`src/include/rv_params.svh`:
```
`ifndef RV_PARAMS_SVH
`define RV_PARAMS_SVH

`define RV_XLEN          32
`define RV_IMEM_DEPTH    256
`define RV_DMEM_DEPTH    256
`define RV_UART_TX_ADDR  32'h0000_1000

`define RV_OP_LUI        7'b0110111
`define RV_OP_AUIPC      7'b0010111
`define RV_OP_JAL        7'b1101111
`define RV_OP_JALR       7'b1100111
`define RV_OP_BRANCH     7'b1100011
`define RV_OP_LOAD       7'b0000011
`define RV_OP_STORE      7'b0100011
`define RV_OP_IMM        7'b0010011
`define RV_OP_REG        7'b0110011

`define RV_ALU_ADD       4'd0
`define RV_ALU_SUB       4'd1
`define RV_ALU_SLL       4'd2
`define RV_ALU_SLT       4'd3
`define RV_ALU_SLTU      4'd4
`define RV_ALU_XOR       4'd5
`define RV_ALU_SRL       4'd6
`define RV_ALU_SRA       4'd7
`define RV_ALU_OR        4'd8
`define RV_ALU_AND       4'd9
`define RV_ALU_PASS_B    4'd10

`define RV_SIZE_BYTE     2'd0
`define RV_SIZE_HALF     2'd1
`define RV_SIZE_WORD     2'd2

`endif

```
`src/hdl/rv_pkg.sv`:
```
`default_nettype none
`include "rv_params.svh"

package rv_pkg;

    typedef logic [`RV_XLEN-1:0] word_t;     // data or byte address
    typedef logic [4:0]          reg_addr_t;
    typedef logic [31:0]         inst_t;
    typedef logic [3:0]          alu_op_t;   // codes in rv_params.svh
    typedef logic [1:0]          mem_size_t; // same encoding as funct3[1:0]

    // word index into instruction memory
    typedef logic [$clog2(`RV_IMEM_DEPTH)-1:0] imem_addr_t;

endpackage

`default_nettype wire

```
`src/hdl/rv_exec_if.sv`:
```
`default_nettype none

interface rv_exec_if import rv_pkg::*; ();

    alu_op_t    alu_op;
    logic       src_b_imm;    // immediate instead of rs2
    logic       src_a_pc;     // execute pc instead of rs1
    word_t      imm;
    logic       is_load;
    logic       is_store;
    mem_size_t  mem_size;
    logic       mem_unsigned;
    logic       is_branch;
    logic [2:0] funct3;       // branch condition select

    modport ctrl (
        output alu_op, src_b_imm, src_a_pc, imm, is_load, is_store,
               mem_size, mem_unsigned, is_branch, funct3
    );

    modport alu (
        input alu_op, src_b_imm, src_a_pc, imm, is_branch, funct3
    );

    modport lsu (
        input is_load, is_store, mem_size, mem_unsigned
    );

endinterface

`default_nettype wire

```
`src/hdl/rv_alu.sv`:
```
`default_nettype none
`include "rv_params.svh"

module rv_alu import rv_pkg::*; (
    input  wire word_t i_rs1_data,
    input  wire word_t i_rs2_data,
    input  wire word_t i_pc_ex,
    rv_exec_if.alu     exec,
    output word_t      o_result,
    output logic       o_branch_taken
);

    word_t a;
    word_t b;
    logic  cond;

    assign a = exec.src_a_pc  ? i_pc_ex  : i_rs1_data;
    assign b = exec.src_b_imm ? exec.imm : i_rs2_data;

    always_comb begin
        case (exec.alu_op)
            `RV_ALU_ADD:    o_result = a + b;
            `RV_ALU_SUB:    o_result = a - b;
            `RV_ALU_SLL:    o_result = a << b[4:0];
            `RV_ALU_SLT:    o_result = {31'b0, $signed(a) < $signed(b)};
            `RV_ALU_SLTU:   o_result = {31'b0, a < b};
            `RV_ALU_XOR:    o_result = a ^ b;
            `RV_ALU_SRL:    o_result = a >> b[4:0];
            `RV_ALU_SRA:    o_result = $signed(a) >>> b[4:0];
            `RV_ALU_OR:     o_result = a | b;
            `RV_ALU_AND:    o_result = a & b;
            `RV_ALU_PASS_B: o_result = b;   // lui
            default:        o_result = '0;
        endcase
    end

    // branches always compare the two registers
    always_comb begin
        case (exec.funct3)
            3'b000:  cond = (i_rs1_data == i_rs2_data);
            3'b001:  cond = (i_rs1_data != i_rs2_data);
            3'b100:  cond = ($signed(i_rs1_data) <  $signed(i_rs2_data));
            3'b101:  cond = ($signed(i_rs1_data) >= $signed(i_rs2_data));
            3'b110:  cond = (i_rs1_data <  i_rs2_data);
            3'b111:  cond = (i_rs1_data >= i_rs2_data);
            default: cond = 1'b0;
        endcase
    end

    assign o_branch_taken = exec.is_branch & cond;

endmodule

`default_nettype wire

```
`src/flat_wrapper.sv`:
```
// flat-port wrapper written by rule: the top's interface ports become plain ports
module rv_alu_flat import rv_pkg::*;
  (i_rs1_data, i_rs2_data, i_pc_ex, o_result, o_branch_taken, exec_alu_op, exec_src_b_imm, exec_src_a_pc, exec_imm, exec_is_branch, exec_funct3);
  rv_exec_if exec_i ();
  input  wire word_t i_rs1_data;
  input  wire word_t i_rs2_data;
  input  wire word_t i_pc_ex;
  output word_t o_result;
  output logic o_branch_taken;
  input wire logic [$bits(exec_i.alu_op)-1:0] exec_alu_op;
  input wire logic [$bits(exec_i.src_b_imm)-1:0] exec_src_b_imm;
  input wire logic [$bits(exec_i.src_a_pc)-1:0] exec_src_a_pc;
  input wire logic [$bits(exec_i.imm)-1:0] exec_imm;
  input wire logic [$bits(exec_i.is_branch)-1:0] exec_is_branch;
  input wire logic [$bits(exec_i.funct3)-1:0] exec_funct3;
  assign exec_i.alu_op = exec_alu_op;
  assign exec_i.src_b_imm = exec_src_b_imm;
  assign exec_i.src_a_pc = exec_src_a_pc;
  assign exec_i.imm = exec_imm;
  assign exec_i.is_branch = exec_is_branch;
  assign exec_i.funct3 = exec_funct3;
  rv_alu u_core (.i_rs1_data(i_rs1_data), .i_rs2_data(i_rs2_data), .i_pc_ex(i_pc_ex), .exec(exec_i), .o_result(o_result), .o_branch_taken(o_branch_taken));
endmodule
```
`config.mk`:
```
export PLATFORM = sky130hd
export DESIGN_NAME = rv_alu_flat
export DESIGN_NICKNAME = d
export VERILOG_FILES = /design/src/hdl/rv_pkg.sv /design/src/hdl/rv_exec_if.sv /design/src/hdl/rv_alu.sv /design/src/flat_wrapper.sv
export VERILOG_INCLUDE_DIRS = /design/src /design/src/include
export SDC_FILE = /design/constraint.sdc
export NUM_CORES = 1
export LEC_CHECK = 0
export ABC_AREA = 1
export BUFFER_PORTS_ARGS = -buffer_cell sky130_fd_sc_hd__buf_2
export CAP_MARGIN = 40
export CORE_AREA = 8 8 166 168
export DETAILED_ROUTE_END_ITERATION = 10
export DIE_AREA = 0 0 174 176
export MAX_ROUTING_LAYER = met4
export PLACE_DENSITY_LB_ADDON = 0.05
export SLEW_MARGIN = 20
export SYNTH_ARGS = -nofsm -noshare
export SYNTH_HDL_FRONTEND = slang
export SYNTH_SLANG_ARGS = --single-unit
```
`constraint.sdc`:
```
create_clock -name vclk -period 3.5
set_input_delay 0.35 -clock vclk [all_inputs]
set_output_delay 0.35 -clock vclk [all_outputs]
set_load 0.05 [all_outputs]
```
==> flow_metrics.env <==
export IMPL_post_route_period_util_pct=101.0
export IMPL_placed_cell_area_sq_mm=0.01467
export IMPL_max_stage_delay_ns=0.34
export IMPL_multi_input_area_sq_mm=0.01017
export IMPL_die_area_sq_mm=0.03062
export IMPL_nClkBuffers=0
export IMPL_violations="setup timing"
export IMPL_yosys_top_cells_area="nand2_1 24%, nand3_1 14%, ha_1 14%"
export IMPL_powerDensity_mw_per_mm2=232.1
export IMPL_min_path_type="input port to primary output"
export IMPL_p_leak_nw=8.662
export IMPL_path_cells="buf_4 > buf_12 > buf_4 > o21ai_0 > buf_4 > ha_1 > inv_1 > o21ai_0 > nor3_1 > buf_4 > nand3_1 > nor2_1 > nand4_1 > buf_4"
export IMPL_worst_path_buf_inv=7
export IMPL_syn_num_nets=2600
export IMPL_core_rowCount=58
export IMPL_grt_pass1_vias=16710
export IMPL_antenna_found_initial=0
export IMPL_ant_nets=0
export IMPL_slew_violations=0
export IMPL_dr_pass1_iters=6
export IMPL_num_vias=18170
export IMPL_layout_nets=2989
export IMPL_path_delay_family="buffers and inverters"
export IMPL_io_buffers=171
export IMPL_setup_viol=1
export IMPL_gp_congestion=1.187
export IMPL_area_growth_pct=33.13
export IMPL_hold_ws_ns=1.068
export IMPL_synth_commonest_cells="744 x nand2_1, 331 x nand3_1, 324 x inv_1, 211 x nor2_1, 132 x ha_1"
export IMPL_yosysTopAreaCell="nand2_1"
export IMPL_ys_types=43
export IMPL_maxSlewHeadroom_pct=51.79
export IMPL_io_pins=171
export IMPL_yosys_warnings=0
export IMPL_final_cell_area_sq_mm=0.01528
export IMPL_diodes=0
export IMPL_dp_slack_ns=-0.1339
export IMPL_coreArea_sq_mm=0.02482
export IMPL_period_minus_slack_ns=3.535
export IMPL_n_fill_cell=2643
export IMPL_initial_core_util_pct=46.24
export IMPL_synth_area_sq_mm=0.01148
export IMPL_synth_seq_area_share_pct=0
export IMPL_syn_inst=2328
export IMPL_wl_per_cell_um=21.23
export IMPL_worst_setup_path_start_kind="input port"
export IMPL_dp_hpwl_mm=53.34
export IMPL_path_class="input port to primary output"
export IMPL_fin_total_pwr_mw=3.546
export IMPL_viasPerCell=5.967
export IMPL_syn_area_per_cell_sq_um=4.930
export IMPL_drc=0
export IMPL_fmax_mhz=282.9
export IMPL_synth_top_cell_area_share_pct=24.33
export IMPL_yosysMostFrequentCell="nand2_1"
export IMPL_utilization_pct=61.56
export IMPL_seq_cell_count=0
export IMPL_routed_wl_mm=64.63
export IMPL_cpMostUsedCell="buf_4"
export IMPL_grt_ovfl_total=0
export IMPL_dr_first_iter_drc_count=2667
export IMPL_grt_pass1_wl_mm=94.24
export IMPL_cp_max_fo=14
export IMPL_drv_cap=0
export IMPL_drive_gt1_share_pct=23.13
export IMPL_cp_end_kind="primary output"
export IMPL_fp_dieH_um=176
export IMPL_track_usage_pct=40.30
export IMPL_seq_area_sq_um=0
export IMPL_crit_required_ns=3.15
export IMPL_ir_worst_vdd_v=0.0001165
export IMPL_grt_max_degree=68
export IMPL_cpMaxStageDelayCell="ha_1"
export IMPL_worst_slew_pin_slew_ns=0.7232
export IMPL_die_w_um=174
export IMPL_worstPathArrival_ns=3.18
export IMPL_outcome="complete, but fails checks"
export IMPL_fin_ws_ns=-0.03478
export IMPL_hold_viol_final=0
[worst paths after layout]
check	from	end	slack, ns	cells after the start
max	exec_src_b_imm	o_result[29]	-0.03	14
min	exec_is_branch	o_branch_taken	1.07	4
[per-stage QoR]
step / instances / TNS, ns
floorplan: 2328 / 0
global placement: 3039 / -0.8772
detailed placement: 3039 / -1.220
CTS: 3039 / 0
global route: 3045 / -0.06465
finish: 3045 / -0.03478
[cell type report]
class | instances | share of cell area [%]
multi-input cells | 1892 | 66.57
repair buffers | 486 | 22.45
inverters | 337 | 8.279
well taps | 330 | 2.702
[layer usage]
metal | vias to the layer above | share of wire (%) | global-route usage, %
met5 | - | 0 | -
met4 | 0 | 7.6 | 23.51
met3 | 282 | 14 | 9.677
met2 | 1453 | 39 | 56.75
met1 | 8051 | 39 | 51.64
li1 | 8383 | - | -
[cell families (layout without fill, tap and decap cells)]
logic type	Yosys count	after routing	synth area share [%]
adders and majority gates	134	134	14.74
xor gates and xnor gates	1	1	0.07632
and+or+nand+nor	1379	1379	50.55
AOI/OAI and AO/OA	378	378	19.27
buffers and inverters	436	823	15.36
[placed cells by master (no fill, tap or decap), types with 7 or more instances in the layout]
cell type,n
nand2_1,738
nand3_1,325
inv_1,320
buf_4,318
nor2_1,195
buf_2,146
ha_1,118
a21oi_1,91
o21ai_0,73
o21ai_1,44
nand4_1,37
o21ai_2,33
nor3_1,31
o22ai_1,30
o211ai_1,30
a21oi_2,18
nor2_2,17
inv_2,14
o21ai_4,11
ha_2,11
a21o_1,10
o21a_1,8
o21bai_1,8
buf_6,8
nand2_2,7
[timing repair]
action / CTS / global route
hold buffers: 0 / 0
resized for setup: 27 / 149
setup buffers: 0 / 4
pin swaps: 1 / 19
cloned: 0 / 2
setup endpoints to repair: 20 / 28
[report_power, final]
group | switching [mW] | internal, mW | leakage [nW] | total (mW)
sequential | 0 | 0 | 0 | 0
clock | 0 | 0 | 0 | 0
combinational | 2.27 | 1.27 | 8.66 | 3.55
(Power assumes the default switching activity.)
