`src/include/rv_params.svh`:
```
`ifndef RV_PARAMS_SVH
`define RV_PARAMS_SVH

`define RV_XLEN          32
`define RV_IMEM_DEPTH    256
`define RV_DMEM_DEPTH    256
`define RV_UART_TX_ADDR  32'h0000_1000

`define RV_OP_LUI        7'b0110111
`define RV_OP_AUIPC      7'b0010111
`define RV_OP_JAL        7'b1101111
`define RV_OP_JALR       7'b1100111
`define RV_OP_BRANCH     7'b1100011
`define RV_OP_LOAD       7'b0000011
`define RV_OP_STORE      7'b0100011
`define RV_OP_IMM        7'b0010011
`define RV_OP_REG        7'b0110011

`define RV_ALU_ADD       4'd0
`define RV_ALU_SUB       4'd1
`define RV_ALU_SLL       4'd2
`define RV_ALU_SLT       4'd3
`define RV_ALU_SLTU      4'd4
`define RV_ALU_XOR       4'd5
`define RV_ALU_SRL       4'd6
`define RV_ALU_SRA       4'd7
`define RV_ALU_OR        4'd8
`define RV_ALU_AND       4'd9
`define RV_ALU_PASS_B    4'd10

`define RV_SIZE_BYTE     2'd0
`define RV_SIZE_HALF     2'd1
`define RV_SIZE_WORD     2'd2

`endif

```
`src/hdl/rv_pkg.sv`:
```
`default_nettype none
`include "rv_params.svh"

package rv_pkg;

    typedef logic [`RV_XLEN-1:0] word_t;     // data or byte address
    typedef logic [4:0]          reg_addr_t;
    typedef logic [31:0]         inst_t;
    typedef logic [3:0]          alu_op_t;   // codes in rv_params.svh
    typedef logic [1:0]          mem_size_t; // same encoding as funct3[1:0]

    // word index into instruction memory
    typedef logic [$clog2(`RV_IMEM_DEPTH)-1:0] imem_addr_t;

endpackage

`default_nettype wire

```
`src/hdl/rv_regfile.sv`:
```
`default_nettype none

module rv_regfile import rv_pkg::*; (
    input  wire            clk,
    input  wire reg_addr_t i_rs1,
    input  wire reg_addr_t i_rs2,
    input  wire reg_addr_t i_rd,
    input  wire            i_we,
    input  wire word_t     i_wdata,
    output word_t          o_rs1_data,
    output word_t          o_rs2_data
);

    word_t regs [1:31];   // x0 has no storage

    assign o_rs1_data = (i_rs1 == 5'd0) ? '0 : regs[i_rs1];
    assign o_rs2_data = (i_rs2 == 5'd0) ? '0 : regs[i_rs2];

    always_ff @(posedge clk) begin
        if (i_we && (i_rd != 5'd0)) begin
            regs[i_rd] <= i_wdata;
        end
    end

endmodule

`default_nettype wire

```
`config.mk`:
```
export PLATFORM = sky130hd
export DESIGN_NAME = rv_regfile
export DESIGN_NICKNAME = d
export VERILOG_FILES = /design/src/hdl/rv_pkg.sv /design/src/hdl/rv_regfile.sv
export VERILOG_INCLUDE_DIRS = /design/src /design/src/include
export SDC_FILE = /design/constraint.sdc
export NUM_CORES = 1
export LEC_CHECK = 0
export CAP_MARGIN = 40
export CORE_UTILIZATION = 34
export DETAILED_ROUTE_END_ITERATION = 8
export DONT_BUFFER_PORTS = 1
export MAX_ROUTING_LAYER = met4
export PLACE_DENSITY = 0.49
export SETUP_SLACK_MARGIN = 0.15
export SYNTH_ARGS = -nofsm -noshare
export SYNTH_HDL_FRONTEND = slang
export SYNTH_SLANG_ARGS = --single-unit
```
`constraint.sdc`:
```
create_clock -name clk -period 6.7 [get_ports clk]
set_input_delay 0 -clock clk [delete_from_list [all_inputs] [get_ports clk]]
set_output_delay 0 -clock clk [all_outputs]
set_load 0.005 [all_outputs]
```
==> results of run 1 <==
## power groups by stage
stage               Sequential, mW  Combinational, mW  Clock, mW
floorplan                     7.06              0.722          0
global placement              7.06              0.844          0
detailed placement            7.07              0.857          0
CTS                           6.94               1.02       6.11
global route                  6.94               1.07       6.34
finish                        6.94               1.03       6.02
## final cells by class
type                            count  area, um^2  share of cell area, %
Clock buffer                      127        2860                   5.39
Multi-Input combinational cell   1404       15900                   30.0
Sequential cell                   992       29800                   56.2
Clock inverter                     77         689                   1.30
Timing Repair Buffer              131        1570                   2.95
Tap cell                         1781        2230                   4.20
Antenna cell                        1        2.50                0.00472
Inverter                            1        3.75                0.00708
## critical path, cell delays in order (launching register included)
cell and delay, ns:
sky130_fd_sc_hd__edfxtp_1 0.39, sky130_fd_sc_hd__mux4_2 0.47, sky130_fd_sc_hd__and2_1 0.17, sky130_fd_sc_hd__o21ai_1 0.64
sky130_fd_sc_hd__nand4_1 0.34
## cells in the final DEF (no fill, tap or decap), drive strengths merged, types with 32 or more instances in the layout
master,count
a21oi,68
a22o,45
a22oi,92
and2,34
buf,88
clkbuf,127
clkinv,58
dlygate4sd3,43
edfxtp,992
mux2,34
mux2i,316
mux4,348
nand2,89
nand3,52
nor2,115
nor2b,36
o21ai,32
## cells in the mapped netlist (all sizes together) (31+ instances only)
| cell | n |
|---|---|
| nor2b | 36 |
| a311o | 31 |
| and2 | 34 |
| nor2 | 115 |
| a21oi | 68 |
| clkbuf | 85 |
| nand2 | 89 |
| buf | 119 |
| mux2 | 34 |
| mux4 | 348 |
| a211o | 31 |
| mux2i | 316 |
| a22o | 45 |
| edfxtp | 992 |
| nand3 | 52 |
| a22oi | 92 |
| o21ai | 32 |
## metrics by stage
step                      util (%)  worst slack, ns
final                         39.1             3.98
after global routing          39.1             3.98
after floorplan                  -             4.28
after CTS                     39.0             3.92
after detailed placement      35.7             4.51
after global placement        35.6             4.45
## per-layer routing
metal / wire [um] / track usage, % / up-vias
met5: 0 / - / -
met4: 3850 / 5.32 / 0
met3: 10700 / 4.60 / 190
met2: 76000 / 37.4 / 1067
met1: 66100 / 30.3 / 14500
li1: - / - / 11000
## cell families (layout without fill, tap and decap cells)
| family | after synthesis | after routing | synth area share, % |
|---|---|---|---|
| other | 0 | 1 | 0 |
| buffers and inverters | 205 | 336 | 2.36 |
| AND/OR/NAND/NOR | 374 | 374 | 3.85 |
| AO/OA/AOI/OAI | 332 | 332 | 5.17 |
| flip-flops | 992 | 992 | 64.1 |
| multiplexers | 698 | 698 | 24.6 |
## final timing paths
check                             from               endpoint  slack [ns]
hold / removal                 i_rd[4]  regs[1][24]$_DFFE_PP_        0.04
setup / recovery  regs[7][9]$_DFFE_PP_          o_rs2_data[9]        3.98
==> PnR_summary.wiki, run 1 <==
{| class="wikitable"
! Metric !! Value
|-
| Share of final-layout standard cells stronger than drive strength 1 || 24.5%
|-
| Instance area after placement || 48500 um^2
|-
| Maximum clock path buffer count || 3
|-
| DR vias || 26700
|-
| Power, Total || 14.0 mW
|-
| Outcome || finished, final reports clean
|-
| Ratio of final minimum period to clock period || 40.6%
|-
| Count of nets left with antenna violations after detail routing || 0
|-
| Type of element capturing the critical path || output pin
|-
| Count of input and output buffers || 0
|-
| Reg clk slew, reported paths || 0.06 ns
|-
| Smallest hold slack || 0.0395 ns
|-
| Final routed wirelength across all metal layers || 157000 um
|-
| Final Cell Area || 53000 um^2
|-
| Internal power contribution || 10.8 mW
|-
| Final Setup Violations || 0
|-
| Fraction of post-synthesis cell area in the top cell type by area || 64.1%
|-
| Count of unique library cells instantiated by Yosys || 38
|-
| Cell accounting for the most synthesized area || sky130_fd_sc_hd__edfxtp_1
|-
| Total number of H-tree levels || 3
|-
| Fraction of power spent switching nets || 22.6%
|-
| Starting density of the core || 34.3%
|-
| Worst ir drop on vdd || 202 uV
|-
| Number of ports placed on the die boundary || 113
|-
| Core outline area || 136000 um^2
|-
| Count of endpoints failing hold in the final timing report || 0
|-
| Slew of the pin with the lowest slew margin || 1.32 ns
|-
| Number of enable flip-flop cells after synthesis || 992
|-
| Total of fill cells in the finished design || 12200
|-
| Total of max-cap violations || 0
|-
| Upper clock frequency limit || 368 MHz
|-
| Summed instance area of the synthesized netlist || 46500 um^2
|-
| # rows || 135
|-
| Width of the chip || 372 um
|-
| Portion of the post-synthesis area used by sequential elements || 64.1%
|-
| Setup TNS Final || 0 ns
|-
| Count of state elements after synthesis || 992
|-
| Router iterations before antenna repair || 6
|-
| Gate power share || 7.3%
|-
| Post-CTS Hold Fix Bufs || 66
|-
| Largest registers ranked by flip-flop count || regs x992
|-
| Routed wire per std cell || 34.7 um
|-
| Placer congestion estimate || 0.816
|-
| Nets || 2689
|-
| First-pass GRT wire length || 218000 um
|-
| Required time reported for the critical path endpoint || 6.70 ns
|-
| Lkg Pwr || 17.2 nW
|-
| Fraction of registers with async set or reset after synthesis || 0%
|-
| Synth Warn # || 0
|-
| Overall track demand over capacity in global routing || 23.2%
|-
| Clock tree root buffer cell || sky130_fd_sc_hd__clkbuf_16
|-
| Period minus WS final || 2.72 ns
|-
| Worst slew margin relative to its limit || 11.8%
|-
| Register containing the most flip-flops in the final layout || regs
|-
| Post-CTS setup repair buffer count || 0
|-
| Half-perimeter wire length after placement || 86800 um
|-
| Antenna violations before repair || 2
|-
| Worst Path Arrival || 2.72 ns
|-
| Flop pwr share || 49.6%
|-
| Largest net degree at the start of global routing || 358
|-
| Final Instance Count excl. Fillers || 4514
|-
| Switching power || 3.16 mW
|-
| Post-Synthesis Mean Instance Area || 17.9 um^2
|-
| Number of global-route vias before repair || 27200
|-
| Violation count after the first detailed-routing iteration || 2795
|-
| Die boundary height || 372 um
|-
| Kind of start point of the critical path || register
|-
| Final count of pins violating max slew || 0
|-
| Placed Instances || 4234
|-
| RSZ-0062 raised after global routing || no
|-
| Number of gates resized after cts || 0
|-
| Top fanout value on the critical path || 2
|-
| Routed vias/inst || 5.92
|-
| Number of buffers created by CTS || 110
|-
| Worst Hold Depth || 3
|-
| Cell types occupying the most area after synthesis || sky130_fd_sc_hd__edfxtp_1 (64%), sky130_fd_sc_hd__mux4_2 (16%), sky130_fd_sc_hd__mux2i_1 (6.8%)
|-
| Remaining design rule violation count || 0
|-
| Crit Path Category || reg -> out
|-
| Hold WC Path Type || in -> reg
|-
| P per Cell Area || 264 nW/um^2
|-
| Number of clock sinks || 992
|-
| Clock tree from TritonCTS || done
|-
| Die area || 138000 um^2
|-
| Net count of the mapped netlist || 2650
|-
| Layout-stage area growth over the synthesis result || 14.1%
|-
| Most used flip-flop cell after synthesis || sky130_fd_sc_hd__edfxtp_1
|-
| Clock network fraction of design power || 43.0%
|-
| Sum of overflow across all layers after global routing || 0
|-
| Max FFs per register || 992
|-
| Gate count of the mapped netlist || 2601
|}
(Power assumes the default switching activity.)
==> inputs of run 2 (changes only) <==
Settings changed: PLACE_DENSITY 0.49 to 0.51.
Clock period 6.7 ns to 2.35 ns, I/O delays scaled along.
==> run 2 against run 1 <==
Compared with the run above: the run now ends with setup timing left; clock power increased to 2.6 times the previous value; clock-buffer cell count increased by 6; hold slack improved by 0.0066 ns; sequential share of layout area decreased by 1.0 points; sequential power grew to 2.9 times the previous value; cell count increased by 0.78%.
==> PnR_summary.wiki, run 2 (synthesis results as in run 1) <==
{| class="wikitable"
! Metric !! Value
|-
| Largest net degree at the start of global routing || 358 (unchanged)
|-
| Crit Path Category || reg -> out
|-
| Overall track demand over capacity in global routing || 22.8% (-0.45 points)
|-
| Met3 Wirelength || 10600 um (-0.94%)
|-
| Violation count after the first detailed-routing iteration || 3047 (+9.0%)
|-
| Clock tree root buffer cell || sky130_fd_sc_hd__clkbuf_16
|-
| Die boundary height || 372 um (unchanged)
|-
| Wire length on met1 || 65600 um (-0.81%)
|-
| Layout-stage area growth over the synthesis result || 16.2%
|-
| Die area || 138000 um^2 (unchanged)
|-
| Number of ports placed on the die boundary || 113 (unchanged)
|-
| P per Cell Area || 716 nW/um^2 (+170%)
|-
| Hold WC Path Type || in -> reg
|-
| Max stage delay cell, worst path || sky130_fd_sc_hd__a311o_2
|-
| Nets || 2731 (+1.6%)
|-
| Half-perimeter wire length after placement || 83000 um (-4.4%)
|-
| Top fanout value on the critical path || 2 (unchanged)
|-
| Clock tree from TritonCTS || done
|-
| Register containing the most flip-flops in the final layout || regs
|-
| Max FFs per register || 992 (unchanged)
|-
| Outcome || complete, but fails checks
|-
| Place WS || 0.514 ns (-3.99 ns)
|-
| Placed Instances || 4270 (+0.85%)
|-
| Largest registers ranked by flip-flop count || regs x992
|-
| Total of fill cells in the finished design || 12100 (-0.80%)
|-
| Routed vias/inst || 6.01 (+1.5%)
|-
| WP buf/inv || 0 (unchanged)
|-
| Lkg Pwr || 17.5 nW (+1.6%)
|-
| DR vias || 27300 (+2.3%)
|-
| Maximum clock path buffer count || 3 (unchanged)
|-
| Category of cells accounting for the largest share of critical-path delay || compound AO/OA/AOI/OAI gates
|-
| Sum of overflow across all layers after global routing || 0 (unchanged)
|-
| Highest-count cells in the layout ignoring fill and taps || sky130_fd_sc_hd__edfxtp_1 (992), sky130_fd_sc_hd__mux4_2 (342), sky130_fd_sc_hd__mux2i_1 (298)
|-
| Max Used Layer || met4
|-
| Required time reported for the critical path endpoint || 2.35 ns (-4.35 ns)
|-
| Most common cell after layout, fill and taps aside || sky130_fd_sc_hd__edfxtp_1
|-
| Period minus WS final || 2.48 ns
|-
| RSZ-0062 raised after global routing || yes
|-
| Antenna violations before repair || 8 (+6)
|-
| Ratio of final minimum period to clock period || 106%
|-
| Number of clock sinks || 992 (unchanged)
|-
| Final Setup Violations || 19 (+19)
|-
| Least setup slack across all paths after layout || -0.130 ns (-4.11 ns)
|-
| Count of endpoints failing hold in the final timing report || 0 (unchanged)
|-
| Worst Path Arrival || 2.48 ns (-0.24 ns)
|-
| Sequence of cells on the critical path || mux4_2 -> nor2b_4 -> a211o_1 -> a311o_2
|-
| Total number of H-tree levels || 3 (unchanged)
|-
| Final routed wirelength across all metal layers || 155000 um (-1.2%)
|-
| Type of element capturing the critical path || output pin
|-
| Failing checks || setup timing
|-
| Reg clk slew, reported paths || 0.06 ns (about the same)
|-
| Core outline area || 136000 um^2 (unchanged)
|-
| Count of input and output buffers || 0 (unchanged)
|-
| Worst slew margin relative to its limit || 12.6% (+0.85 points)
|-
| Width of the chip || 372 um (unchanged)
|-
| First-pass GRT wire length || 216000 um (-1.0%)
|-
| Placer congestion estimate || 0.808 (-0.98%)
|-
| Share of final-layout standard cells stronger than drive strength 1 || 29.1% (+4.6 points)
|-
| Remaining design rule violation count || 0 (unchanged)
|-
| Final count of pins violating max slew || 0 (unchanged)
|-
| Met2 Routed Length || 75200 um (-1.0%)
|-
| Number of global-route vias before repair || 28200 (+3.4%)
|-
| Longest individual stage delay on the worst path || 0.48 ns (-0.16 ns)
|-
| Worst ir drop on vdd || 671 uV (+230%)
|-
| Final Instance Count excl. Fillers || 4549 (+0.78%)
|-
| Router iterations before antenna repair || 8 (+2)
|-
| Upper clock frequency limit || 403 MHz
|-
| Kind of start point of the critical path || register
|-
| Total of max-cap violations || 0 (unchanged)
|-
| Routed wire per std cell || 34.0 um (-1.9%)
|-
| Number of buffers created by CTS || 104 (-5.5%)
|-
| Starting density of the core || 34.3% (unchanged)
|-
| # rows || 135 (unchanged)
|-
| Slew of the pin with the lowest slew margin || 1.31 ns (-0.0127 ns)
|-
| Count of nets left with antenna violations after detail routing || 0 (unchanged)
|}
[run 2: per-layer routing]
layer / GRT usage (%) / vias up
met5: - / -
met4: 5.15 / 0
met3: 3.53 / 213
met2: 36.5 / 1183
met1: 30.5 / 14900
li1: - / 11100
[run 2: stage by stage]
step	TNS (ns)	utilization [%]	total power [mW]	hold WS, ns	instance area, um^2
floorplan	-14.72	-	22.2	0.0989	46500
global placement	0	36.2	22.5	0.101	49000
finish	-0.810	39.8	38.7	0.0461	54000
global route	-2.61	39.8	39.7	0.0261	54000
detailed placement	0	36.2	22.6	0.101	49100
CTS	-1.66	39.3	38.8	0.0000756	53300
[run 2: area by class of cell]
| cell class | count | area (um^2) | share of cell area, % |
|---|---|---|---|
| Antenna cell | 3 | 7.51 | 0.0139 |
| Clock buffer | 133 | 2820 | 5.22 |
| Clock inverter | 56 | 410 | 0.760 |
| Inverter | 1 | 3.75 | 0.00695 |
| Multi-Input combinational cell | 1404 | 16500 | 30.6 |
| Sequential cell | 992 | 29800 | 55.1 |
| Tap cell | 1781 | 2230 | 4.13 |
| Timing Repair Buffer | 179 | 2240 | 4.14 |
[run 2: final timing paths]
kind  cells after the start                     end  slack (ns)              startpoint
max                       4          o_rs1_data[29]       -0.13  regs[20][29]$_DFFE_PP_
min                       2  regs[24][17]$_DFFE_PP_        0.05                 i_rd[2]
[run 2: power by group]
part | total, mW | switching [mW] | internal [mW]
Combinational | 3.02 | 1.55 | 1.47
Sequential | 19.8 | 0.0899 | 19.7
Clock | 15.9 | 6.80 | 9.06
[run 2: repair_timing]
action / 4_1_cts / 5_1_grt
hold endpoints to repair: 1064 / 0
pin swaps: 90 / 24
gates resized for setup: 121 / 48
hold buffers: 47 / 0
setup buffers: 6 / 6
setup endpoints to repair: 57 / 114
gates cloned: 0 / 2
