<file path="config.mk">
export PLATFORM = sky130hd
export DESIGN_NAME = rv_control_flat
export DESIGN_NICKNAME = d
export VERILOG_FILES = /design/src/hdl/rv_pkg.sv /design/src/hdl/rv_exec_if.sv /design/src/hdl/rv_control.sv /design/src/flat_wrapper.sv
export VERILOG_INCLUDE_DIRS = /design/src /design/src/include
export SDC_FILE = /design/constraint.sdc
export NUM_CORES = 1
export LEC_CHECK = 0
export BUFFER_PORTS_ARGS = -buffer_cell sky130_fd_sc_hd__buf_2
export CORE_UTILIZATION = 52
export CTS_CLUSTER_DIAMETER = 40
export DETAILED_ROUTE_END_ITERATION = 7
export PLACE_DENSITY = 0.91
export SYNTH_ARGS = -nofsm -noshare
export SYNTH_HDL_FRONTEND = slang
export SYNTH_SLANG_ARGS = --single-unit
</file>
<file path="constraint.sdc">
create_clock -name clk -period 3.3 [get_ports clk]
set_input_delay 0.66 -clock clk [delete_from_list [all_inputs] [get_ports clk]]
set_output_delay 0.66 -clock clk [all_outputs]
set_load 0.02 [all_outputs]
</file>
<file path="src/include/rv_params.svh">
`ifndef RV_PARAMS_SVH
`define RV_PARAMS_SVH

`define RV_XLEN          32
`define RV_IMEM_DEPTH    256
`define RV_DMEM_DEPTH    256
`define RV_UART_TX_ADDR  32'h0000_1000

`define RV_OP_LUI        7'b0110111
`define RV_OP_AUIPC      7'b0010111
`define RV_OP_JAL        7'b1101111
`define RV_OP_JALR       7'b1100111
`define RV_OP_BRANCH     7'b1100011
`define RV_OP_LOAD       7'b0000011
`define RV_OP_STORE      7'b0100011
`define RV_OP_IMM        7'b0010011
`define RV_OP_REG        7'b0110011

`define RV_ALU_ADD       4'd0
`define RV_ALU_SUB       4'd1
`define RV_ALU_SLL       4'd2
`define RV_ALU_SLT       4'd3
`define RV_ALU_SLTU      4'd4
`define RV_ALU_XOR       4'd5
`define RV_ALU_SRL       4'd6
`define RV_ALU_SRA       4'd7
`define RV_ALU_OR        4'd8
`define RV_ALU_AND       4'd9
`define RV_ALU_PASS_B    4'd10

`define RV_SIZE_BYTE     2'd0
`define RV_SIZE_HALF     2'd1
`define RV_SIZE_WORD     2'd2

`endif

</file>
<file path="src/hdl/rv_pkg.sv">
`default_nettype none
`include "rv_params.svh"

package rv_pkg;

    typedef logic [`RV_XLEN-1:0] word_t;     // data or byte address
    typedef logic [4:0]          reg_addr_t;
    typedef logic [31:0]         inst_t;
    typedef logic [3:0]          alu_op_t;   // codes in rv_params.svh
    typedef logic [1:0]          mem_size_t; // same encoding as funct3[1:0]

    // word index into instruction memory
    typedef logic [$clog2(`RV_IMEM_DEPTH)-1:0] imem_addr_t;

endpackage

`default_nettype wire

</file>
<file path="src/hdl/rv_exec_if.sv">
`default_nettype none

interface rv_exec_if import rv_pkg::*; ();

    alu_op_t    alu_op;
    logic       src_b_imm;    // immediate instead of rs2
    logic       src_a_pc;     // execute pc instead of rs1
    word_t      imm;
    logic       is_load;
    logic       is_store;
    mem_size_t  mem_size;
    logic       mem_unsigned;
    logic       is_branch;
    logic [2:0] funct3;       // branch condition select

    modport ctrl (
        output alu_op, src_b_imm, src_a_pc, imm, is_load, is_store,
               mem_size, mem_unsigned, is_branch, funct3
    );

    modport alu (
        input alu_op, src_b_imm, src_a_pc, imm, is_branch, funct3
    );

    modport lsu (
        input is_load, is_store, mem_size, mem_unsigned
    );

endinterface

`default_nettype wire

</file>
<file path="src/hdl/rv_control.sv">
`default_nettype none
`include "rv_params.svh"

module rv_control import rv_pkg::*; (
    input  wire            clk,
    input  wire            reset,
    input  wire inst_t     i_inst,
    input  wire            i_branch_taken,
    input  wire word_t     i_jalr_target,
    output word_t          o_pc,
    output word_t          o_pc_ex,
    output word_t          o_link_data,
    output reg_addr_t      o_rs1,
    output reg_addr_t      o_rs2,
    output reg_addr_t      o_rd,
    output logic           o_rd_we,
    rv_exec_if.ctrl        exec
);

    word_t      pc;
    word_t      pc_ex;
    logic       squash;       // fetched word is not executed
    logic       redirect;
    word_t      target;
    logic       dec_jal;
    logic       dec_jalr;
    logic [6:0] opcode;
    logic [2:0] funct3;
    word_t      imm_i;
    word_t      imm_s;
    word_t      imm_b;
    word_t      imm_u;
    word_t      imm_j;

    function automatic alu_op_t alu_decode(input logic [2:0] f3, input logic alt);
        case (f3)
            3'b000:  alu_decode = alt ? `RV_ALU_SUB : `RV_ALU_ADD;
            3'b001:  alu_decode = `RV_ALU_SLL;
            3'b010:  alu_decode = `RV_ALU_SLT;
            3'b011:  alu_decode = `RV_ALU_SLTU;
            3'b100:  alu_decode = `RV_ALU_XOR;
            3'b101:  alu_decode = alt ? `RV_ALU_SRA : `RV_ALU_SRL;
            3'b110:  alu_decode = `RV_ALU_OR;
            default: alu_decode = `RV_ALU_AND;
        endcase
    endfunction

    assign opcode = i_inst[6:0];
    assign funct3 = i_inst[14:12];

    assign imm_i = {{20{i_inst[31]}}, i_inst[31:20]};
    assign imm_s = {{20{i_inst[31]}}, i_inst[31:25], i_inst[11:7]};
    assign imm_b = {{19{i_inst[31]}}, i_inst[31], i_inst[7], i_inst[30:25], i_inst[11:8], 1'b0};
    assign imm_u = {i_inst[31:12], 12'h000};
    assign imm_j = {{11{i_inst[31]}}, i_inst[31], i_inst[19:12], i_inst[20], i_inst[30:21], 1'b0};

    always_comb begin
        exec.alu_op       = `RV_ALU_ADD;
        exec.src_b_imm    = 1'b0;
        exec.src_a_pc     = 1'b0;
        exec.imm          = imm_i;
        exec.is_load      = 1'b0;
        exec.is_store     = 1'b0;
        exec.mem_size     = funct3[1:0];
        exec.mem_unsigned = funct3[2];
        exec.is_branch    = 1'b0;
        exec.funct3       = funct3;
        dec_jal           = 1'b0;
        dec_jalr          = 1'b0;
        o_rd_we           = 1'b0;
        if (!squash) begin
            case (opcode)
                `RV_OP_LUI: begin
                    exec.alu_op    = `RV_ALU_PASS_B;
                    exec.src_b_imm = 1'b1;
                    exec.imm       = imm_u;
                    o_rd_we        = 1'b1;
                end
                `RV_OP_AUIPC: begin
                    exec.src_a_pc  = 1'b1;
                    exec.src_b_imm = 1'b1;
                    exec.imm       = imm_u;
                    o_rd_we        = 1'b1;
                end
                `RV_OP_JAL: begin
                    dec_jal = 1'b1;
                    o_rd_we = 1'b1;
                end
                `RV_OP_JALR: begin
                    exec.src_b_imm = 1'b1;   // rs1 + imm_i is the target
                    dec_jalr       = 1'b1;
                    o_rd_we        = 1'b1;
                end
                `RV_OP_BRANCH: exec.is_branch = 1'b1;
                `RV_OP_LOAD: begin
                    exec.src_b_imm = 1'b1;
                    exec.is_load   = 1'b1;
                    o_rd_we        = 1'b1;
                end
                `RV_OP_STORE: begin
                    exec.src_b_imm = 1'b1;
                    exec.imm       = imm_s;
                    exec.is_store  = 1'b1;
                end
                `RV_OP_IMM: begin
                    exec.alu_op    = alu_decode(funct3, (funct3 == 3'b101) & i_inst[30]);
                    exec.src_b_imm = 1'b1;
                    o_rd_we        = 1'b1;
                end
                `RV_OP_REG: begin
                    exec.alu_op = alu_decode(funct3, i_inst[30]);
                    o_rd_we     = ~i_inst[25];   // muldiv encodings do nothing
                end
                default: ;   // fence and system
            endcase
        end
    end

    assign redirect = dec_jal | dec_jalr | i_branch_taken;
    assign target   = dec_jal  ? pc_ex + imm_j :
                      dec_jalr ? {i_jalr_target[31:1], 1'b0} :
                                 pc_ex + imm_b;

    always_ff @(posedge clk) begin
        if (reset) begin
            pc     <= '0;
            squash <= 1'b1;
        end else begin
            pc     <= redirect ? target : pc + 32'd4;
            squash <= redirect;   // drop the wrong-path fetch
        end
        pc_ex <= pc;
    end

    assign o_pc        = pc;
    assign o_pc_ex     = pc_ex;
    assign o_link_data = pc_ex + 32'd4;
    assign o_rs1       = i_inst[19:15];
    assign o_rs2       = i_inst[24:20];
    assign o_rd        = i_inst[11:7];

endmodule

`default_nettype wire

</file>
<file path="src/flat_wrapper.sv">
// flat-port wrapper written by rule: the top's interface ports become plain ports
module rv_control_flat import rv_pkg::*;
  (clk, reset, i_inst, i_branch_taken, i_jalr_target, o_pc, o_pc_ex, o_link_data, o_rs1, o_rs2, o_rd, o_rd_we, exec_alu_op, exec_src_b_imm, exec_src_a_pc, exec_imm, exec_is_load, exec_is_store, exec_mem_size, exec_mem_unsigned, exec_is_branch, exec_funct3);
  rv_exec_if exec_i ();
  input  wire clk;
  input  wire reset;
  input  wire inst_t i_inst;
  input  wire i_branch_taken;
  input  wire word_t i_jalr_target;
  output word_t o_pc;
  output word_t o_pc_ex;
  output word_t o_link_data;
  output reg_addr_t o_rs1;
  output reg_addr_t o_rs2;
  output reg_addr_t o_rd;
  output logic o_rd_we;
  output wire logic [$bits(exec_i.alu_op)-1:0] exec_alu_op;
  output wire logic [$bits(exec_i.src_b_imm)-1:0] exec_src_b_imm;
  output wire logic [$bits(exec_i.src_a_pc)-1:0] exec_src_a_pc;
  output wire logic [$bits(exec_i.imm)-1:0] exec_imm;
  output wire logic [$bits(exec_i.is_load)-1:0] exec_is_load;
  output wire logic [$bits(exec_i.is_store)-1:0] exec_is_store;
  output wire logic [$bits(exec_i.mem_size)-1:0] exec_mem_size;
  output wire logic [$bits(exec_i.mem_unsigned)-1:0] exec_mem_unsigned;
  output wire logic [$bits(exec_i.is_branch)-1:0] exec_is_branch;
  output wire logic [$bits(exec_i.funct3)-1:0] exec_funct3;
  assign exec_alu_op = exec_i.alu_op;
  assign exec_src_b_imm = exec_i.src_b_imm;
  assign exec_src_a_pc = exec_i.src_a_pc;
  assign exec_imm = exec_i.imm;
  assign exec_is_load = exec_i.is_load;
  assign exec_is_store = exec_i.is_store;
  assign exec_mem_size = exec_i.mem_size;
  assign exec_mem_unsigned = exec_i.mem_unsigned;
  assign exec_is_branch = exec_i.is_branch;
  assign exec_funct3 = exec_i.funct3;
  rv_control u_core (.clk(clk), .reset(reset), .i_inst(i_inst), .i_branch_taken(i_branch_taken), .i_jalr_target(i_jalr_target), .o_pc(o_pc), .o_pc_ex(o_pc_ex), .o_link_data(o_link_data), .o_rs1(o_rs1), .o_rs2(o_rs2), .o_rd(o_rd), .o_rd_we(o_rd_we), .exec(exec_i));
endmodule
</file>
==> flow_results.xml, run 1 <==
<?xml version="1.0" encoding="UTF-8"?>
<metrics>
  <group name="run_status">
    <metric name="run_status" unit="">finished clean</metric>
  </group>
  <group name="route">
    <metric name="drt_pre_antenna_iters" unit="">6</metric>
    <metric name="post-route-drc-count" unit="">0</metric>
    <metric name="finalWirelength" unit="um">24970</metric>
    <metric name="routedWlPerCell" unit="um">18.67</metric>
    <metric name="route.antenna.remaining_nets" unit="">0</metric>
    <metric name="first_iter_violations" unit="">938</metric>
    <metric name="detail_route.vias_per_cell" unit="">6.247</metric>
    <metric name="detailroute.via_count" unit="">8352</metric>
  </group>
  <group name="logic_synthesis">
    <metric name="synth_top_area_cell" unit="">sky130_fd_sc_hd__dfxtp_1</metric>
    <metric name="netlist_area" unit="um^2">7030</metric>
    <metric name="synth.most_common_cell" unit="">sky130_fd_sc_hd__nor2_1</metric>
    <metric name="yosys_register_bits" unit="">65</metric>
    <metric name="synth_top_cells_by_area" unit="">sky130_fd_sc_hd__dfxtp_1 (19%), sky130_fd_sc_hd__ha_1 (8.0%), sky130_fd_sc_hd__xnor2_1 (7.4%), sky130_fd_sc_hd__a21oi_1 (4.8%), sky130_fd_sc_hd__a21o_1 (4.5%)</metric>
    <metric name="synth_commonest_cells" unit="">sky130_fd_sc_hd__nor2_1 (80), sky130_fd_sc_hd__nand2_1 (70), sky130_fd_sc_hd__a21oi_1 (68)</metric>
    <metric name="synth_top_area_share" unit="%">18.51</metric>
    <metric name="synth-seq-area-share" unit="%">18.51</metric>
    <metric name="synthArstFlopShare" unit="%">0</metric>
    <metric name="netlist_instances" unit="">926</metric>
    <metric name="synth_top_flop_cell" unit="">sky130_fd_sc_hd__dfxtp_1</metric>
    <metric name="yosysUniqueCellTypes" unit="">82</metric>
    <metric name="yosysWarnings" unit="">0</metric>
    <metric name="number_of_synthesized_flops_with_an_enable_pin" unit="">0</metric>
    <metric name="mappedNetlistNets" unit="">1040</metric>
    <metric name="synth_area_per_cell" unit="um^2">7.592</metric>
  </group>
  <group name="job">
    <metric name="cap_violations" unit="">0</metric>
  </group>
  <group name="floorplan">
    <metric name="floorplan.io_pins" unit="">226</metric>
    <metric name="initial_utilization" unit="%">53.30</metric>
    <metric name="floorplan.rows" unit="">42</metric>
    <metric name="core_region_area" unit="um^2">13190</metric>
    <metric name="floorplan.die.height" unit="um">118.3</metric>
    <metric name="die_area" unit="um^2">13990</metric>
    <metric name="die_w" unit="um">118.3</metric>
  </group>
  <group name="sta">
    <metric name="setup_skew_after_layout" unit="ps">8.073</metric>
    <metric name="setup_viol_count_final" unit="">0</metric>
    <metric name="max_slew.worst_pin.slew" unit="ps">848.2</metric>
    <metric name="final_max_slew_viol_count" unit="">0</metric>
    <metric name="timing.final.crit_share" unit="%">96.50</metric>
    <metric name="rsz_0062_raised_after_global_routing" unit="">no</metric>
    <metric name="final.min_clock_period" unit="ps">3184</metric>
    <metric name="final.hold.worst_slack" unit="ps">370.8</metric>
    <metric name="post-route-worst-setup-slack" unit="ps">115.5</metric>
    <metric name="max_freq" unit="MHz">314.0</metric>
    <metric name="timing.final.hold_violations" unit="">0</metric>
    <metric name="max_slew_headroom" unit="%">43.45</metric>
    <metric name="setup_total_negative_slack" unit="ps">0</metric>
  </group>
  <group name="power">
    <metric name="power_leakage" unit="nW">4.195</metric>
    <metric name="total_power" unit="mW">3.976</metric>
    <metric name="ir_drop" unit="mV">0.3818</metric>
    <metric name="power_per_cell_area" unit="nW/um^2">449.8</metric>
  </group>
  <group name="global_routing">
    <metric name="grt_busiest_layer" unit="">met2</metric>
    <metric name="globalRouteMet1Util" unit="%">43.40</metric>
    <metric name="first_global_vias" unit="">7585</metric>
    <metric name="use_met2" unit="%">55.70</metric>
    <metric name="grt_pass1_wl" unit="um">38380</metric>
    <metric name="grt_antenna_before_repair" unit="">0</metric>
    <metric name="global_route_usage_over_all_layers" unit="%">34.64</metric>
    <metric name="grt_overflow_total" unit="">0</metric>
    <metric name="use_met3" unit="%">7.191</metric>
    <metric name="grt_start_max_net_pins" unit="">40</metric>
  </group>
  <group name="min_path">
    <metric name="timing.hold.worst_endpoint" unit="">u_core.o_pc_ex[1]</metric>
    <metric name="min_path_cells" unit="">0</metric>
    <metric name="min-delay-start" unit="">u_core.o_pc[1]</metric>
    <metric name="hold_path_class" unit="">flip-flop to flip-flop</metric>
  </group>
  <group name="critical_path">
    <metric name="cp_data_arrival_time" unit="ps">2520</metric>
    <metric name="crit_fanout" unit="">3</metric>
    <metric name="cp_data_required_time" unit="ps">2640</metric>
    <metric name="worst-setup-path-type" unit="">flip-flop to output pin</metric>
    <metric name="worst_r2r_path_depth" unit="">10</metric>
    <metric name="reg2reg_to" unit="">u_core.o_pc[20]</metric>
    <metric name="launching_element_type_of_the_critical_path" unit="">flip-flop</metric>
    <metric name="worst_r2r_startpoint" unit="">u_core.o_pc_ex[2]</metric>
    <metric name="rrSetupSlack" unit="ps">220</metric>
    <metric name="endpoint_kind" unit="">output pin</metric>
  </group>
  <group name="layout">
    <metric name="n_antenna_cell" unit="">0</metric>
    <metric name="final_nets" unit="">1270</metric>
    <metric name="layout-drive-gt1-share" unit="%">29.37</metric>
    <metric name="final_cells" unit="">1337</metric>
    <metric name="final.fill_count" unit="">1142</metric>
    <metric name="syn_to_final_growth" unit="%">25.73</metric>
  </group>
  <group name="clock_network">
    <metric name="clock_tree.htree_level_count" unit="">3</metric>
    <metric name="max-clock-path-buffers" unit="">2</metric>
    <metric name="cts_tree" unit="">yes</metric>
    <metric name="worstSkewPairLatency" unit="ps">340</metric>
    <metric name="holdBufCountCts" unit="">0</metric>
    <metric name="numCtsBuffers" unit="">9</metric>
    <metric name="clock_sink_count" unit="">65</metric>
    <metric name="cts.reportedPaths.clkPinSlew" unit="ps">50</metric>
    <metric name="cts-root-buf" unit="">sky130_fd_sc_hd__clkbuf_16</metric>
  </group>
  <group name="placement">
    <metric name="dpl.hpwl" unit="um">18990</metric>
    <metric name="replace_congestion" unit="">1.006</metric>
    <metric name="detailedPlace.worstSlack" unit="ps">30.58</metric>
    <metric name="place.port_buffers" unit="">224</metric>
    <metric name="place_inst" unit="">1320</metric>
  </group>
</metrics>
-- worst max-delay path: stages, from the launching register on --
cell and delay, ps:
sky130_fd_sc_hd__dfxtp_1 370, sky130_fd_sc_hd__ha_2 220, sky130_fd_sc_hd__and3_1 220, sky130_fd_sc_hd__nand4_1 280
sky130_fd_sc_hd__nor2_2 280, sky130_fd_sc_hd__and2_1 210, sky130_fd_sc_hd__nor2b_4 200, sky130_fd_sc_hd__nand3_1 100
sky130_fd_sc_hd__xnor2_1 140, sky130_fd_sc_hd__buf_2 170
-- sequential cells by signal, summed over array words and instances, names as in the netlist --
signal / cells
u_core.o_pc: 32
u_core.o_pc_ex: 32
u_core.squash: 1
-- cell families after synthesis --
group	share of synthesized area, %
adders and majority gates	8.578
buffers and inverters	6.656
and+or+nand+nor	23.40
AOI/OAI and AO/OA	29.44
xor gates and xnor gates	11.83
muxes	1.584
DFF	18.51
-- repair_timing --
item | in CTS | in global routing
pin swaps | 0 | 3
gates resized for setup | 4 | 5
endpoints found under the setup margin | 4 | 8
buffers inserted | 0 | 1
-- routing by layer --
metal  part of all wire (%)  up-vias
met4                    5.1        0
li1                       -     3862
met5                      0        -
met3                     10      128
met1                     39     3814
met2                     45      548
-- how the worst max path moves through the flow --
stage                            from               to  slack [ps]  depth (start not counted)
floorplan           u_core.o_pc_ex[2]  o_link_data[28]         420                          8
global placement            i_inst[1]     exec_imm[19]          90                          9
detailed placement         i_inst[22]  u_core.o_pc[20]          30                         10
CTS                 u_core.o_pc_ex[6]  o_link_data[31]          40                          9
global route        u_core.o_pc_ex[3]  o_link_data[28]          10                          9
finish              u_core.o_pc_ex[3]  o_link_data[28]         120                          9
-- per-stage QoR --
step                utilization, %  area (um^2)
floorplan                        -         7030
global placement             64.28         8478
detailed placement           64.28         8478
CTS                          66.81         8812
global route                 67.02         8840
finish                       67.02         8840
-- layout make-up --
type / count / area (um^2) / share of cell area (%)
inverter: 21 / 78.83 / 0.8917
tap: 176 / 220.2 / 2.491
sequential: 65 / 1301 / 14.72
timing repair buffer: 290 / 1617 / 18.29
clock buffer: 14 / 264.0 / 2.987
clock inverter: 2 / 60.06 / 0.6794
multi-input combinational: 769 / 5299 / 59.94
-- placed cells by master, fill, tap and decap left out, types with 33 or more instances in the layout --
cell	count
sky130_fd_sc_hd__xor2_1	36
sky130_fd_sc_hd__ha_1	44
sky130_fd_sc_hd__buf_4	66
sky130_fd_sc_hd__xnor2_1	59
sky130_fd_sc_hd__nand2_1	70
sky130_fd_sc_hd__a21oi_1	68
sky130_fd_sc_hd__o21ai_0	33
sky130_fd_sc_hd__a21o_1	42
sky130_fd_sc_hd__nand3_1	43
sky130_fd_sc_hd__dfxtp_1	65
sky130_fd_sc_hd__buf_2	224
sky130_fd_sc_hd__nor2_1	76
-- power by group --
group          leakage (nW)  switching (mW)  total [mW]  internal, mW
Sequential            0.539           0.152        1.04         0.884
Clock                 0.157           0.357        1.06         0.704
Combinational          3.50            1.11        1.88         0.770
Total                  4.20            1.62        3.98          2.36
Note: power is estimated with default switching activity, not from simulation.
==> run 2: changes to the inputs <==
--- a/config.mk
+++ b/config.mk
@@ -6,7 +6,8 @@
 export SDC_FILE = /design/constraint.sdc
 export NUM_CORES = 1
 export LEC_CHECK = 0
-export BUFFER_PORTS_ARGS = -buffer_cell sky130_fd_sc_hd__buf_2
+export BUFFER_PORTS_ARGS = -buffer_cell sky130_fd_sc_hd__buf_4
+export CORE_MARGIN = 1.5
 export CORE_UTILIZATION = 52
 export CTS_CLUSTER_DIAMETER = 40
 export DETAILED_ROUTE_END_ITERATION = 7
==> run 2 against run 1 <==
Against the previous run:
- final area up 5.3%
- clock power decreased by 6%
- via count fell by 0.75%
- count of clock-buffer cells in the layout shrank 4
- sequential power barely moved
- global-route usage rose by 1.1 points
- die area rose by 1.7%
- highest routed layer unchanged
==> flow_results.xml, run 2 (same netlist as run 1, synthesis figures left out) <==
<?xml version="1.0" encoding="UTF-8"?>
<metrics>
  <group name="clock_network">
    <metric name="clock_sink_count" unit="">65</metric>
    <metric name="numCtsBuffers" unit="">9</metric>
    <metric name="cts_tree" unit="">yes</metric>
    <metric name="max-clock-path-buffers" unit="">2</metric>
    <metric name="cts.reportedPaths.clkPinSlew" unit="ps">60</metric>
    <metric name="worstSkewPairLatency" unit="ps">350</metric>
    <metric name="clock_tree.htree_level_count" unit="">3</metric>
    <metric name="cts-root-buf" unit="">sky130_fd_sc_hd__clkbuf_16</metric>
  </group>
  <group name="critical_path">
    <metric name="path_buf_inv" unit="">1</metric>
    <metric name="crit_chain" unit="">and3_1 -&gt; and3_1 -&gt; nand4_1 -&gt; nor2_2 -&gt; and2_1 -&gt; nor2b_4 -&gt; nand3_1 -&gt; xnor2_1 -&gt; buf_4</metric>
    <metric name="path_delay_family" unit="">simple AND/OR/NAND/NOR gates</metric>
    <metric name="crit_fanout" unit="">3</metric>
    <metric name="critical_path.max_stage_delay" unit="ps">390</metric>
    <metric name="worst-setup-path-type" unit="">flip-flop to output pin</metric>
    <metric name="launching_element_type_of_the_critical_path" unit="">flip-flop</metric>
    <metric name="cp_data_required_time" unit="ps">2640</metric>
    <metric name="crit_path_slowest_cell" unit="">sky130_fd_sc_hd__dfxtp_1</metric>
    <metric name="cp_data_arrival_time" unit="ps">2640</metric>
    <metric name="endpoint_kind" unit="">output pin</metric>
    <metric name="critical_path_most_common_cell" unit="">sky130_fd_sc_hd__and3_1</metric>
  </group>
  <group name="power">
    <metric name="power_per_cell_area" unit="nW/um^2">432.7</metric>
    <metric name="cell_internal_pwr" unit="mW">2.359</metric>
    <metric name="ir_drop" unit="mV">0.3086</metric>
    <metric name="power_leakage" unit="nW">4.269</metric>
    <metric name="total_power" unit="mW">4.026</metric>
    <metric name="clock_power_share" unit="%">24.9</metric>
    <metric name="p_sw_share" unit="%">41.41</metric>
    <metric name="combPwrFrac" unit="%">49.4</metric>
    <metric name="net_switching_power_figure" unit="mW">1.667</metric>
    <metric name="sequentialPowerShare" unit="%">25.7</metric>
  </group>
  <group name="min_path">
    <metric name="hold_path_class" unit="">flip-flop to flip-flop</metric>
  </group>
  <group name="sta">
    <metric name="setup_total_negative_slack" unit="ps">0</metric>
    <metric name="setup_viol_count_final" unit="">0</metric>
    <metric name="final_max_slew_viol_count" unit="">0</metric>
    <metric name="setup_skew_after_layout" unit="ps">10.17</metric>
    <metric name="max_slew.worst_pin.slew" unit="ps">898.0</metric>
    <metric name="timing.final.hold_violations" unit="">0</metric>
    <metric name="max_freq" unit="MHz">303.4</metric>
    <metric name="final.min_clock_period" unit="ps">3296</metric>
    <metric name="final.hold.worst_slack" unit="ps">376.7</metric>
    <metric name="timing.final.crit_share" unit="%">99.89</metric>
    <metric name="max_slew_headroom" unit="%">39.86</metric>
  </group>
  <group name="layout">
    <metric name="syn_to_final_growth" unit="%">32.35</metric>
    <metric name="final_cells" unit="">1328</metric>
    <metric name="final_nets" unit="">1261</metric>
    <metric name="layout.cells.most_common_list" unit="">sky130_fd_sc_hd__buf_4 (281), sky130_fd_sc_hd__nor2_1 (76), sky130_fd_sc_hd__nand2_1 (70)</metric>
    <metric name="layout.cells.most_common" unit="">sky130_fd_sc_hd__buf_4</metric>
    <metric name="final_util" unit="%">70.27</metric>
    <metric name="n_antenna_cell" unit="">0</metric>
    <metric name="layout-drive-gt1-share" unit="%">28.99</metric>
  </group>
  <group name="placement">
    <metric name="replace_congestion" unit="">1.004</metric>
    <metric name="dpl.hpwl" unit="um">19990</metric>
    <metric name="place_inst" unit="">1309</metric>
    <metric name="place.port_buffers" unit="">224</metric>
  </group>
  <group name="floorplan">
    <metric name="initial_utilization" unit="%">53.09</metric>
    <metric name="floorplan.die.height" unit="um">119.3</metric>
    <metric name="die_area" unit="um^2">14230</metric>
    <metric name="die_w" unit="um">119.3</metric>
    <metric name="core_region_area" unit="um^2">13240</metric>
    <metric name="floorplan.io_pins" unit="">226</metric>
    <metric name="floorplan.rows" unit="">42</metric>
  </group>
  <group name="global_routing">
    <metric name="grt_antenna_before_repair" unit="">0</metric>
    <metric name="grt_start_max_net_pins" unit="">40</metric>
    <metric name="use_met3" unit="%">8.621</metric>
    <metric name="globalRouteMet1Util" unit="%">46.34</metric>
    <metric name="grt_overflow_total" unit="">0</metric>
    <metric name="use_met2" unit="%">55.74</metric>
    <metric name="grt_busiest_layer" unit="">met2</metric>
    <metric name="global_route_usage_over_all_layers" unit="%">35.77</metric>
    <metric name="first_global_vias" unit="">7696</metric>
    <metric name="grt_pass1_wl" unit="um">40140</metric>
  </group>
  <group name="job">
    <metric name="cap_violations" unit="">0</metric>
  </group>
  <group name="run_status">
    <metric name="run_status" unit="">finished clean</metric>
  </group>
  <group name="route">
    <metric name="routedWlPerCell" unit="um">19.51</metric>
    <metric name="drt_pre_antenna_iters" unit="">7</metric>
    <metric name="finalWirelength" unit="um">25910</metric>
    <metric name="detail_route.vias_per_cell" unit="">6.242</metric>
    <metric name="post-route-drc-count" unit="">0</metric>
    <metric name="route.antenna.remaining_nets" unit="">0</metric>
    <metric name="detailroute.via_count" unit="">8289</metric>
    <metric name="first_iter_violations" unit="">737</metric>
  </group>
</metrics>
run 2: changes by cell type in the layout (fill, tap and decap cells not counted), sizes merged:
cell and delta:
bufinv -1, clkbuf -4, clkinvlp +2, clkinv +3
buf -9
run 2: final cells by class:
| cell class | count | area (um^2) |
|---|---|---|
| inverter | 21 | 78.83 |
| tap | 176 | 220.2 |
| fill | 1123 | 3938 |
| clock inverter | 6 | 67.56 |
| timing repair buffer | 281 | 2110 |
| clock buffer | 10 | 239.0 |
| multi-input combinational | 769 | 5289 |
| sequential | 65 | 1301 |
run 2: final timing paths:
check / startpoint / to / slack (ps) / cells after the start
max: u_core.o_pc_ex[6] / o_link_data[28] / 4 / 9
min reg2reg: u_core.o_pc[0] / u_core.o_pc_ex[0] / 380 / 0
min: u_core.o_pc[0] / u_core.o_pc_ex[0] / 380 / 0
max reg2reg: u_core.o_pc_ex[2] / u_core.o_pc[27] / 300 / 12
run 2: per-stage QoR:
stage	instance area (um^2)	setup slack (ps)
4_1_cts	9280	9.526
6_report	9305	3.635
3_3_place_gp	8959	115.7
5_1_grt	9305	-13.79
3_5_place_dp	8959	111.1
2_1_floorplan	7030	421.0
run 2: what timing repair did:
item | in CTS | in global routing
setup endpoints to repair | 6 | 5
hold buffers | 0 | 0
setup buffers | 1 | 2
resized for setup | 3 | 3
pin swaps | 1 | 4
hold endpoints to repair | 0 | 0
run 2: routing by layer:
metal	part of all wire [%]	vias to the layer above
met2	45	451
met5	0	-
met3	9.7	97
met1	41	3892
li1	-	3849
met4	4.3	0
run 2: power groups by stage:
stage	Clock [mW]	Combinational [mW]	Sequential, mW
floorplan	0	1.17	1.13
global placement	0	1.91	1.05
detailed placement	0	1.94	1.05
CTS	0.995	1.96	1.03
global route	1.04	2.13	1.05
finish	1.00	1.99	1.04
